File: src/verilog/display_pkg.sv
/*
  Shared types and layout defaults for the dual camera VGA compositor.
  Every RTL module imports this package inside its body. Port types in
  module headers use scoped names. The layout defaults feed the module
  parameters of the top level, which passes them down.
*/
package display_pkg;

  typedef logic [9:0]  scr_col_t;     // screen column
  typedef logic [9:0]  scr_row_t;     // screen row
  typedef logic [3:0]  nibble_t;      // one colour channel
  typedef logic [11:0] buf_pixel_t;   // r in [11:8], g in [7:4], b in [3:0]
  typedef logic [14:0] frame_addr_t;  // enough for 160x120
  typedef logic [2:0]  filter_rgb_t;  // filter colour bits r, g, b

  typedef struct packed {
    nibble_t red;
    nibble_t green;
    nibble_t blue;
  } rgb444_t;

  // one scan point from the sync generator
  typedef struct packed {
    logic     visible;
    logic     new_pxl;  // one pixel step per high cycle
    scr_col_t col;
    scr_row_t row;
  } scan_pos_t;

  typedef struct packed {
    filter_rgb_t filter;
    logic [7:0]  centroid;   // one bit per horizontal segment
    logic [2:0]  proximity;  // 7 is closest
  } cam_status_t;

  // side picks the camera for every region except reg_blank.
  // the left side is camera 2, the right side camera 1; a point belongs
  // to the right side from cam_rght_col onwards. in reg_blank the side
  // is still driven but nothing reads it
  typedef enum logic {
    cam_left  = 1'b0,
    cam_right = 1'b1
  } cam_side_t;

  typedef enum logic [2:0] {
    reg_blank,
    reg_image,     // camera pixel
    reg_prox,      // proximity bar beside the image
    reg_centroid,  // centroid band under the image
    reg_filtbox    // filter colour box
  } screen_region_t;

  localparam int def_img_cols     = 160;
  localparam int def_img_rows     = 120;
  localparam int def_cam_rght_col = 256;
  localparam int ind_width        = 8;   // bar, band and box size
  localparam int filtbox_lft_col  = 24;

  // each filter bit fills its whole nibble
  function automatic rgb444_t expand_filter(filter_rgb_t filt);
    rgb444_t c;
    c.red   = {4{filt[2]}};
    c.green = {4{filt[1]}};
    c.blue  = {4{filt[0]}};
    return c;
  endfunction

endpackage
File: src/verilog/vga_display.sv
/*
  Top level of the dual camera VGA compositor.
  Camera 2 shows on the left, camera 1 at cam_rght_col. The layout
  parameters are set here and passed to the layout control and the
  address counters. Colour out is combinational from the scan point and
  the buffer words, the frame addresses are registered.
*/
`timescale 1ns/10ps

module vga_display #(
  parameter int img_cols     = display_pkg::def_img_cols,
  parameter int img_rows     = display_pkg::def_img_rows,
  parameter int cam_rght_col = display_pkg::def_cam_rght_col
) (
  input  logic                     rst,            // clock
  input  logic                     clk,            // async reset, active high
  input  display_pkg::scan_pos_t   scan,
  input  logic                     rgbmode,        // 0 shows gray
  input  display_pkg::cam_status_t cam1_status,    // right camera
  input  display_pkg::cam_status_t cam2_status,    // left camera
  input  display_pkg::buf_pixel_t  frame_pixel_1,
  input  display_pkg::buf_pixel_t  frame_pixel_2,
  output display_pkg::frame_addr_t frame_addr_1,
  output display_pkg::frame_addr_t frame_addr_2,
  output display_pkg::rgb444_t     vga_rgb
);

  import display_pkg::*;

  screen_region_t region;
  cam_side_t      side;
  logic           in_img_rows;
  logic [2:0]     centroid_seg;
  logic [2:0]     bar_level;
  rgb444_t        img_rgb;

  screen_layout_ctrl #(
    .img_cols     (img_cols),
    .img_rows     (img_rows),
    .cam_rght_col (cam_rght_col)
  ) screen_layout_ctrl_i (
    .scan         (scan),
    .region       (region),
    .side         (side),
    .in_img_rows  (in_img_rows),
    .centroid_seg (centroid_seg),
    .bar_level    (bar_level)
  );

  frame_addr_gen #(
    .img_cols     (img_cols),
    .img_rows     (img_rows),
    .cam_rght_col (cam_rght_col)
  ) frame_addr_gen_i (
    .rst          (rst),
    .clk          (clk),
    .scan         (scan),
    .region       (region),
    .side         (side),
    .in_img_rows  (in_img_rows),
    .frame_addr_1 (frame_addr_1),
    .frame_addr_2 (frame_addr_2)
  );

  cam_pixel_fmt cam_pixel_fmt_i (
    .side          (side),
    .rgbmode       (rgbmode),
    .frame_pixel_1 (frame_pixel_1),
    .frame_pixel_2 (frame_pixel_2),
    .img_rgb       (img_rgb)
  );

  pixel_compose pixel_compose_i (
    .region       (region),
    .side         (side),
    .centroid_seg (centroid_seg),
    .bar_level    (bar_level),
    .img_rgb      (img_rgb),
    .cam1_status  (cam1_status),
    .cam2_status  (cam2_status),
    .vga_rgb      (vga_rgb)
  );

endmodule

File: src/verilog/pixel_compose.sv
/*
  Final colour mux of the compositor.
  Takes the region and side from the layout control, the formatted
  camera pixel and both camera status words. Paints the proximity bars,
  the centroid band and the filter boxes in the camera's filter colour,
  shows the image in the image region and black everywhere else.
*/
`timescale 1ns/10ps

module pixel_compose (
  input  display_pkg::screen_region_t region,
  input  display_pkg::cam_side_t      side,
  input  logic [2:0]                  centroid_seg,
  input  logic [2:0]                  bar_level,
  input  display_pkg::rgb444_t        img_rgb,
  input  display_pkg::cam_status_t    cam1_status,
  input  display_pkg::cam_status_t    cam2_status,
  output display_pkg::rgb444_t        vga_rgb
);

  import display_pkg::*;

  cam_status_t stat;
  rgb444_t     lit_rgb;
  logic        prox_lit;
  logic        cent_lit;

  assign stat    = (side == cam_right) ? cam1_status : cam2_status;
  assign lit_rgb = expand_filter(stat.filter);

  // the bar grows upwards as proximity rises:
  // proximity 7 lights all levels, proximity 0 only the bottom one
  assign prox_lit = (~stat.proximity <= bar_level);

  assign cent_lit = stat.centroid[centroid_seg];

  always_comb begin
    case (region)
      reg_image:
        vga_rgb = img_rgb;
      reg_prox:
        vga_rgb = prox_lit ? lit_rgb : '0;
      reg_centroid:
        vga_rgb = cent_lit ? lit_rgb : '0;
      reg_filtbox:
        vga_rgb = lit_rgb;  // box always shows the filter colour
      default:
        vga_rgb = '0;       // blank area and blanking interval
    endcase
  end

endmodule

File: src/verilog/cam_pixel_fmt.sv
/*
  Picks the buffer word of the camera on the current side and turns it
  into a screen colour. RGB mode splits the word into its three nibbles,
  gray mode puts the green nibble on all channels.
*/
`timescale 1ns/10ps

module cam_pixel_fmt (
  input  display_pkg::cam_side_t  side,
  input  logic                    rgbmode,
  input  display_pkg::buf_pixel_t frame_pixel_1,
  input  display_pkg::buf_pixel_t frame_pixel_2,
  output display_pkg::rgb444_t    img_rgb
);

  import display_pkg::*;

  buf_pixel_t word;

  // right is camera 1, left is camera 2
  assign word = (side == cam_right) ? frame_pixel_1 : frame_pixel_2;

  always_comb begin
    if (rgbmode) begin
      img_rgb.red   = word[11:8];
      img_rgb.green = word[7:4];
      img_rgb.blue  = word[3:0];
    end
    else begin
      // green carries most of the luminance
      img_rgb.red   = word[7:4];
      img_rgb.green = word[7:4];
      img_rgb.blue  = word[7:4];
    end
  end

endmodule

File: src/verilog/frame_addr_gen.sv
/*
  Read address counters for the two camera frame buffers.
  An address steps on each new_pxl while the scan is in its camera's
  image. Both clear on every edge once the row is below the image band,
  so the next frame starts again from address zero.
*/
`timescale 1ns/10ps

module frame_addr_gen #(
  parameter int img_cols     = display_pkg::def_img_cols,
  parameter int img_rows     = display_pkg::def_img_rows,
  parameter int cam_rght_col = display_pkg::def_cam_rght_col
) (
  input  logic                        rst,
  input  logic                        clk,
  input  display_pkg::scan_pos_t      scan,
  input  display_pkg::screen_region_t region,
  input  display_pkg::cam_side_t      side,
  input  logic                        in_img_rows,
  output display_pkg::frame_addr_t    frame_addr_1,
  output display_pkg::frame_addr_t    frame_addr_2
);

  import display_pkg::*;

  // last address of one image, wraps there instead of running on
  localparam frame_addr_t last_addr = frame_addr_t'(img_cols * img_rows - 1);

  logic step;

  assign step = scan.new_pxl && (region == reg_image);

  always_ff @(posedge rst or posedge clk) begin
    if (clk) begin
      frame_addr_1 <= '0;
      frame_addr_2 <= '0;
    end
    else if (!in_img_rows) begin  // below the image, rewind both
      frame_addr_1 <= '0;
      frame_addr_2 <= '0;
    end
    else if (step) begin
      if (side == cam_right)  // camera 1
        frame_addr_1 <= (frame_addr_1 == last_addr) ? '0 : frame_addr_1 + frame_addr_t'(1);
      else                    // camera 2
        frame_addr_2 <= (frame_addr_2 == last_addr) ? '0 : frame_addr_2 + frame_addr_t'(1);
    end
  end

endmodule

File: src/verilog/screen_layout_ctrl.sv
/*
  Classifies each scan point into one screen region and one camera side.
  All window bound tests live here, so the address counters and the
  colour mux only look at region and side. Also gives the centroid
  segment under the image and the bar level used by the proximity bars.
*/
`timescale 1ns/10ps

module screen_layout_ctrl #(
  parameter int img_cols     = display_pkg::def_img_cols,
  parameter int img_rows     = display_pkg::def_img_rows,
  parameter int cam_rght_col = display_pkg::def_cam_rght_col
) (
  input  display_pkg::scan_pos_t      scan,
  output display_pkg::screen_region_t region,
  output display_pkg::cam_side_t      side,
  output logic                        in_img_rows,
  output logic [2:0]                  centroid_seg,
  output logic [2:0]                  bar_level
);

  import display_pkg::*;

  // column bounds, each one past the last column of its area
  localparam scr_col_t lft_end       = scr_col_t'(img_cols);
  localparam scr_col_t lft_prox_end  = scr_col_t'(img_cols + ind_width);
  localparam scr_col_t rght_beg      = scr_col_t'(cam_rght_col);
  localparam scr_col_t rght_end      = scr_col_t'(cam_rght_col + img_cols);
  localparam scr_col_t rght_prox_end = scr_col_t'(cam_rght_col + img_cols + ind_width);
  localparam scr_col_t lbox_beg      = scr_col_t'(filtbox_lft_col);
  localparam scr_col_t lbox_end      = scr_col_t'(filtbox_lft_col + ind_width);
  localparam scr_col_t rbox_end      = scr_col_t'(cam_rght_col + ind_width);
  localparam scr_col_t seg_cols      = scr_col_t'(img_cols / 8);  // eight segments

  // row bounds
  localparam scr_row_t img_end  = scr_row_t'(img_rows);
  localparam scr_row_t cent_end = scr_row_t'(img_rows + ind_width);
  localparam scr_row_t box_end  = scr_row_t'(img_rows + 2 * ind_width);

  scr_col_t col;
  scr_row_t row;
  logic     win_left, win_rght;
  logic     prox_left, prox_rght;
  logic     box_left, box_rght;
  logic     rows_cent, rows_box;
  scr_col_t win_offset;
  scr_col_t seg_full;

  assign col = scan.col;
  assign row = scan.row;

  assign win_left  = (col < lft_end);
  assign win_rght  = (col >= rght_beg) && (col < rght_end);
  assign prox_left = (col >= lft_end) && (col < lft_prox_end);
  assign prox_rght = (col >= rght_end) && (col < rght_prox_end);
  assign box_left  = (col >= lbox_beg) && (col < lbox_end);
  assign box_rght  = (col >= rght_beg) && (col < rbox_end);

  assign in_img_rows = (row < img_end);  // no visible term, the counters need it in blanking too
  assign rows_cent   = (row >= img_end) && (row < cent_end);
  assign rows_box    = (row >= cent_end) && (row < box_end);

  assign side = (col >= rght_beg) ? cam_right : cam_left;

  always_comb begin
    region = reg_blank;
    if (scan.visible) begin
      if (in_img_rows) begin
        if (win_left || win_rght)
          region = reg_image;
        else if (prox_left || prox_rght)
          region = reg_prox;
      end
      else if (rows_cent) begin
        if (win_left || win_rght)
          region = reg_centroid;
      end
      else if (rows_box) begin
        if (box_left || box_rght)
          region = reg_filtbox;
      end
    end
  end

  // offset into the image window of the current side
  assign win_offset = (side == cam_right) ? (col - rght_beg) : col;
  assign seg_full   = win_offset / seg_cols;  // only meaningful inside a window

  assign centroid_seg = seg_full[2:0];

  // 128 rows of bar split into 8 steps of 16
  assign bar_level = row[6:4];

endmodule

File: config.mk
export PLATFORM = sky130hd
export DESIGN_NAME = vga_display
export DESIGN_NICKNAME = d
export VERILOG_FILES = /design/src/verilog/display_pkg.sv /design/src/verilog/vga_display.sv /design/src/verilog/pixel_compose.sv /design/src/verilog/cam_pixel_fmt.sv /design/src/verilog/frame_addr_gen.sv /design/src/verilog/screen_layout_ctrl.sv
export SDC_FILE = /design/constraint.sdc
export NUM_CORES = 1
export LEC_CHECK = 0
export BUFFER_PORTS_ARGS = -buffer_cell sky130_fd_sc_hd__buf_2
export CAP_MARGIN = 20
export CELL_PAD_IN_SITES_DETAIL_PLACEMENT = 1
export CELL_PAD_IN_SITES_GLOBAL_PLACEMENT = 1
export CORE_ASPECT_RATIO = 1.2
export CORE_UTILIZATION = 36
export CTS_BUF_LIST = sky130_fd_sc_hd__clkbuf_8
export DETAILED_ROUTE_END_ITERATION = 8
export PLACE_DENSITY_LB_ADDON = 0.05
export SKIP_LAST_GASP = 1
export SYNTH_ARGS = -nofsm -noshare
export SYNTH_HDL_FRONTEND = slang
export SYNTH_SLANG_ARGS = --single-unit
File: constraint.sdc
create_clock -name rst -period 8.9 [get_ports rst]
set_clock_uncertainty 0.2 [all_clocks]
set_input_delay 1.78 -clock rst [delete_from_list [all_inputs] [get_ports rst]]
set_output_delay 1.78 -clock rst [all_outputs]
set_load 0.005 [all_outputs]
==> impl_results.md, run 1 <==
- Post-synthesis to final-layout area growth: 22.4%
- Critical path startpoint category: primary input
- Largest net degree at the start of global routing: 31
- Sink Count: 30
- Crit path capture type: output pin
- Post-Route Setup TNS: 0 ns
- Routed Antenna Nets: 0
- Net switching power: 0.122 mW
- Syn_nets: 518
- Post-route cell area: 0.00398 mm^2
- Initial DRC Count: 128
- WP data arrival: 5.84 ns
- Sequential element share of the synthesized area: 23.1%
- Core area: 0.00866 mm^2
- Die Y: 106 um
- Ys async rst share: 100%
- Post-synthesis register bit count: 30
- Worst Hold Class: flop to flop
- Antenna violations before repair: 0
- Seq pwr share: 37.9%
- Cell Rows: 37
- Hold Buf Count CTS: 0
- I/O pin cnt: 119
- Setup Fix Bufs, Post-CTS: 0
- CTS max path bufs: 2
- Gpl congestion: 0.926
- Critical-path top delay cell: a221oi_2
- Reg area: 751 um^2
- Max-Slew Margin vs Limit: 47.0%
- CP required: 6.92 ns
- Worst-skew pair later-pin latency: 0.28 ns
- Pwr dens: 90.4 mW/mm^2
- CP Buf/Inv Count: 2
- Final net count: 623
- Syn Inst Count: 432
- Fmax achieved: 128 MHz
- Clk pin slew, worst setup/hold paths: 0.07 ns
- Area of the multi-input gates: 0.00232 mm^2
- Hold slack: 0.304 ns
- Tightest Pin Transition: 0.795 ns
- Max H-tree Level: 2
- RSZ-0062 raised after global routing: false
- Max-cap violations: 0
- Cell variety after synth: 65
- Routed wire per std cell: 16.2 um
- Setup Crit Path Kind: primary input to output pin
- Die area: 0.00942 mm^2
- Setup violators final: 0
- Leak: 1.89 nW
- Cell Chain, Critical Path: buf_2 > or4_4 > or4_4 > a211oi_4 > a2bb2oi_1 > and2_1 > o32ai_1 > or2_2 > o221ai_1 > a221oi_2 > a31oi_1 > buf_2
- Diodes inserted: 0
- Root Buffer: clkbuf_8
- Routed WL: 10600 um
- Sw frac: 34.0%
- Synthesized area: 0.00325 mm^2
- Vias in the first global route: 3700
- Post-synth EDFFs: 0
- Syn_area_per_cell: 7.52 um^2
- First-pass iteration count of the detailed router: 4
- Layout cells sized above 1: 28.7%
- Max incr delay on CP: 0.72 ns
- Fill cell count: 1122
- Total GRT Usage: 23.1%
- Clock power share: 29.2%
- Die Wd: 88.7 um
- Logic gate share of total power: 32.9%
- Min cycle time layout: 7.82 ns
- HPWL after DPL: 8350 um
- Remaining DRCs: 0
- Final period util: 87.8%
- Count of final hold-check violations: 0
- Via count: 3719
- Crit-path max FO: 12
- CTS tree: built
- Wire length of the first global-routing pass: 17300 um
- Final Core Density: 46.0%
- Via/cell ratio: 5.69
- # resized after CTS: 0
- Final Max Slew Viols: 0
- Synth warn: 0
- Port Buf Inserts: 115
- Clock buffer count from CTS: 5
- Pint: 0.237 mW
- GRT overflow: 0
- Top Family by Delay on Critical Path: compound AO/OA/AOI/OAI gates
- Dpl cell area: 0.00390 mm^2
- Status: finished clean
- Starting Density: 37.5%
- VDD IR max: 43.3 uV
- Predominant post-synthesis flop cell: dfrtp_1
## per-layer routing
| metal | routed length [um] | vias to the layer above | global-route usage, % |
|---|---|---|---|
| li1 | - | 1817 | - |
| met1 | 4540 | 1809 | 27.4 |
| met2 | 5510 | 78 | 41.8 |
| met3 | 336 | 15 | 2.17 |
| met4 | 188 | 0 | 8.87 |
| met5 | 0 | - | 0 |
## worst reg2reg max path: stages (launching register included)
cell	delay, ns
dfrtp_1	0.43
ha_1	0.27
and3_1	0.21
and3_1	0.20
and3_1	0.23
a41o_1	0.35
inv_1	0.09
nand4_1	0.47
o41ai_1	0.54
## power groups by stage
stage | clock network [mW] | logic [mW] | registers, mW
after floorplan | 0 | 0.0811 | 0.139
after global placement | 0 | 0.116 | 0.139
after detailed placement | 0 | 0.118 | 0.139
after CTS | 0.107 | 0.119 | 0.136
after global routing | 0.111 | 0.131 | 0.136
final | 0.105 | 0.118 | 0.136
## placed cells by master (no fill, tap or decap), types with 3 or more instances in the layout
cell type / synthesis / final
nand3_1: 18 / 18
nand2b_1: 11 / 11
a22oi_1: 4 / 4
a21boi_0: 3 / 3
or2_2: 4 / 4
mux2_2: 10 / 10
nor3_1: 7 / 7
ha_1: 9 / 9
inv_1: 19 / 19
nor4_1: 5 / 4
and3_1: 15 / 15
mux2i_1: 19 / 19
nand4_1: 11 / 11
a21oi_1: 18 / 18
nor2_1: 46 / 46
o22ai_1: 3 / 3
buf_4: 0 / 5
clkbuf_8: 0 / 5
o21bai_1: 3 / 3
nand2_1: 37 / 37
buf_2: 2 / 115
or3_1: 3 / 3
a31oi_1: 18 / 18
o31ai_1: 7 / 7
o211ai_1: 6 / 6
dfrtp_1: 30 / 30
and2_1: 4 / 4
o21ai_0: 50 / 50
xor2_1: 7 / 7
## cells by family after synthesis
logic type	synth area share, %
AND/OR/NAND/NOR	27.4
AO/OA/AOI/OAI	28.8
buffers and inverters	5.74
flip-flops	23.1
multiplexers	9.31
adder cells (fa/ha/maj)	3.46
XOR/XNOR	2.16
## sequential cells by signal, indices dropped and copies added, names as in the netlist
signal / flops
frame_addr_gen_i.frame_addr_1: 15
frame_addr_gen_i.frame_addr_2: 15
## final cells by class
class | instances | area share, %
clock buffers | 5 | 1.73
well taps | 117 | 3.68
repair buffers | 120 | 15.4
multi-input cells | 361 | 58.3
clock inverters | 2 | 0.251
flip-flops and latches | 30 | 18.9
inverters | 19 | 1.79
## Yosys cell counts (all sizes together) (3+ instances only)
| cell type | number | area (um^2) |
|---|---|---|
| ha | 9 | 113 |
| dfrtp | 30 | 751 |
| a31oi | 19 | 125 |
| o21ai | 50 | 250 |
| o22ai | 3 | 18.8 |
| o31ai | 7 | 52.6 |
| and2 | 4 | 25.0 |
| nand2b | 11 | 68.8 |
| mux2i | 19 | 190 |
| o21bai | 3 | 22.5 |
| or2 | 4 | 25.0 |
| nand4 | 11 | 68.8 |
| nor3 | 7 | 35.0 |
| clkbuf | 14 | 52.6 |
| a22oi | 4 | 30.0 |
| a21o | 3 | 23.8 |
| nor2 | 46 | 173 |
| mux2 | 10 | 113 |
| nand2 | 37 | 139 |
| or4 | 3 | 30.0 |
| inv | 19 | 71.3 |
| a211oi | 5 | 60.1 |
| and3 | 15 | 93.8 |
| a21oi | 18 | 90.1 |
| buf | 8 | 62.6 |
| o211ai | 7 | 57.6 |
| a21boi | 3 | 22.5 |
| nand3 | 18 | 90.1 |
| nor4 | 5 | 31.3 |
| xor2 | 7 | 61.3 |
| or3 | 3 | 18.8 |
## through the flow
| step | setup slack, ns | total power [mW] | instances |
|---|---|---|---|
| after floorplan | 1.34 | 0.220 | 432 |
| after global placement | 1.16 | 0.255 | 647 |
| after detailed placement | 1.12 | 0.257 | 647 |
| after CTS | 1.11 | 0.363 | 654 |
| after global routing | 0.810 | 0.379 | 654 |
| final | 1.08 | 0.360 | 654 |
## final timing paths
check,to,cells after the start,slack [ns],startpoint
max,vga_rgb[1],12,1.08,scan[15]
min,frame_addr_gen_i.frame_addr_1[14]$_DFFE_PP0P_,1,0.30,frame_addr_gen_i.frame_addr_1[14]$_DFFE_PP0P_
max reg2reg,frame_addr_gen_i.frame_addr_1[5]$_DFFE_PP0P_,8,5.78,frame_addr_gen_i.frame_addr_1[0]$_DFFE_PP0P_
min reg2reg,frame_addr_gen_i.frame_addr_1[14]$_DFFE_PP0P_,1,0.30,frame_addr_gen_i.frame_addr_1[14]$_DFFE_PP0P_
max in group asynchronous,frame_addr_gen_i.frame_addr_2[3]$_DFFE_PP0P_,3,6.85,clk
min in group asynchronous,frame_addr_gen_i.frame_addr_1[10]$_DFFE_PP0P_,3,1.37,clk
Note: power is estimated with default switching activity, not from simulation.
==> run 2: changes to the inputs <==
CORE_ASPECT_RATIO = not set   (was 1.2)
MAX_ROUTING_LAYER = met4   (was not set)
==> impl_results.md, run 2 (synthesis results as in run 1) <==
- Status: finished clean
- Fmax achieved: 126 MHz (-1.7%)
- Diodes inserted: 0 (unchanged)
- Largest net degree at the start of global routing: 31 (unchanged)
- Starting Density: 37.3% (-0.27 points)
- Net switching power: 0.118 mW (-3.9%)
- Setup WS pre-CTS: 1.01 ns (-0.105 ns)
- # resized after CTS: 0 (unchanged)
- Sink Count: 30 (unchanged)
- VDD IR max: 52.0 uV (+20%)
- Clk pin slew, worst setup/hold paths: 0.06 ns (about the same)
- I/O pin cnt: 119 (unchanged)
- WP data arrival: 5.98 ns (+0.14 ns)
- Antenna violations before repair: 0 (unchanged)
- First-pass iteration count of the detailed router: 4 (unchanged)
- Gpl congestion: 0.871 (-5.9%)
- CTS tree: built
- Routed wire per std cell: 16.3 um (+0.62%)
- Via count: 3731 (+0.32%)
- Sw frac: 32.5% (-1.5 points)
- Routed WL: 10500 um (-0.92%)
- Tightest Pin Transition: 0.808 ns (+0.0126 ns)
- Setup violators final: 0 (unchanged)
- Post-Route Setup TNS: 0 ns (unchanged)
- Crit path from: scan[15]
- Wire length of the first global-routing pass: 17700 um (+2.2%)
- CP required: 6.92 ns (about the same)
- Vias in the first global route: 3766 (+1.8%)
- R2R cell count: 8 (unchanged)
- Final Max Slew Viols: 0 (unchanged)
- Pwr dens: 91.2 mW/mm^2 (+0.88%)
- Core area: 0.00872 mm^2 (+0.74%)
- Top flop regs: frame_addr_gen_i.frame_addr_1: 15 flops, frame_addr_gen_i.frame_addr_2: 15 flops
- Crit-path max FO: 12 (unchanged)
- Worst Hold Class: flop to flop
- Commonest cells after routing, fill and taps aside: 115 x buf_2, 50 x o21ai_0, 46 x nor2_1
- GRT overflow: 0 (unchanged)
- Reg2Reg Capture Point: frame_addr_gen_i.frame_addr_1[5]$_DFFE_PP0P_
- Die Y: 97.0 um (-8.5%)
- Initial DRC Count: 98 (-23%)
- Total GRT Usage: 23.0% (-0.088 points)
- Via/cell ratio: 5.79 (+1.9%)
- Die Wd: 97.0 um (+9.3%)
- Port Buf Inserts: 115 (unchanged)
- Clock buffer count from CTS: 5 (unchanged)
- CTS max path bufs: 2 (unchanged)
- Hold Buf Count CTS: 0 (unchanged)
- Leak: 1.89 nW (about the same)
- Crit path capture: vga_rgb[1]
- Max-Slew Margin vs Limit: 46.2% (-0.84 points)
- Remaining DRCs: 0 (unchanged)
- Clock power share: 29.6% (+0.4 points)
- Seq pwr share: 37.7% (-0.2 points)
- Crit path capture type: output pin
- HPWL after DPL: 8320 um (-0.37%)
- Setup Fix Bufs, Post-CTS: 0 (unchanged)
- Fill cell count: 1171 (+4.4%)
- Max H-tree Level: 2 (unchanged)
- Count of final hold-check violations: 0 (unchanged)
- Post-synthesis to final-layout area growth: 22.2%
- Setup ws final: 0.945 ns (-0.137 ns)
- Worst reg2reg startpoint: frame_addr_gen_i.frame_addr_1[0]$_DFFE_PP0P_
- Critical path startpoint category: primary input
- Setup Crit Path Kind: primary input to output pin
- Commonest non-fill, non-tap cell in the layout: buf_2
- Min cycle time layout: 7.96 ns (+0.137 ns)
- Root Buffer: clkbuf_8
- Die area: 0.00941 mm^2 (about the same)
- Reg2Reg Setup Slack: 5.88 ns (+0.10 ns)
- Pint: 0.245 mW (+3.0%)
- RSZ-0062 raised after global routing: false
- Layout cells sized above 1: 28.5% (-0.13 points)
- Routed Antenna Nets: 0 (unchanged)
- Final period util: 89.4% (+1.5 points)
- Worst-skew pair later-pin latency: 0.28 ns (about the same)
- Cell Rows: 34 (-8.1%)
- Max-cap violations: 0 (unchanged)
- Logic gate share of total power: 32.8% (about the same)
- Final net count: 623 (unchanged)
==> run 2: area by class of cell <==
cell class	count	area [um^2]	share of cell area, %
Multi-Input combinational cell	361	2320	58.4
Clock buffer	6	82.6	2.08
Timing Repair Buffer	120	613	15.4
Sequential cell	30	751	18.9
Inverter	19	71.3	1.80
Tap cell	108	135	3.40
==> run 2: worst min path at each step <==
stage,startpoint,slack [ns],cells after the start,end
4_1_cts,frame_addr_gen_i.frame_addr_1[5]$_DFFE_PP0P_,0.33,1,frame_addr_gen_i.frame_addr_1[5]$_DFFE_PP0P_
2_1_floorplan,frame_addr_gen_i.frame_addr_1[14]$_DFFE_PP0P_,0.28,1,frame_addr_gen_i.frame_addr_1[14]$_DFFE_PP0P_
3_3_place_gp,frame_addr_gen_i.frame_addr_1[14]$_DFFE_PP0P_,0.29,1,frame_addr_gen_i.frame_addr_1[14]$_DFFE_PP0P_
6_report,frame_addr_gen_i.frame_addr_1[14]$_DFFE_PP0P_,0.32,1,frame_addr_gen_i.frame_addr_1[14]$_DFFE_PP0P_
3_5_place_dp,frame_addr_gen_i.frame_addr_1[5]$_DFFE_PP0P_,0.31,1,frame_addr_gen_i.frame_addr_1[5]$_DFFE_PP0P_
5_1_grt,frame_addr_gen_i.frame_addr_2[2]$_DFFE_PP0P_,0.38,1,frame_addr_gen_i.frame_addr_2[2]$_DFFE_PP0P_
==> run 2: per-layer routing <==
layer  track usage [%]  vias to the layer above  wire length, um
li1                  -                     1826                -
met1              27.6                     1801             4600
met2              41.2                       89             5360
met3              2.17                       15              345
met4              5.63                        0              176
met5                 -                        -                0
==> run 2: per-stage QoR <==
step                      total power [mW]  instances  util, %  hold slack (ns)  cell area (um^2)
after detailed placement             0.257        638     44.6            0.315              3890
after floorplan                      0.220        432        -            0.281              3250
after global routing                 0.384        644     45.6            0.380              3970
after global placement               0.254        638     44.6            0.287              3890
after CTS                            0.367        644     45.6            0.325              3970
final                                0.362        644     45.6            0.318              3970
==> run 2: power by group through the flow <==
stage / Combinational [mW] / Sequential [mW] / Clock [mW]
2_1_floorplan: 0.0811 / 0.139 / 0
3_3_place_gp: 0.115 / 0.139 / 0
3_5_place_dp: 0.118 / 0.139 / 0
4_1_cts: 0.119 / 0.136 / 0.112
5_1_grt: 0.132 / 0.136 / 0.116
6_report: 0.119 / 0.136 / 0.107
==> run 2: worst max-delay path: stages <==
cell and delay (ns):
buf_2 0.18, or4_4 0.60, or4_4 0.62, a21oi_1 0.17
a2bb2oi_1 0.58, nand4_1 0.23, a31oi_2 0.36, or2_2 0.18
o221ai_1 0.13, a221oi_2 0.73, a31oi_1 0.22, buf_2 0.19
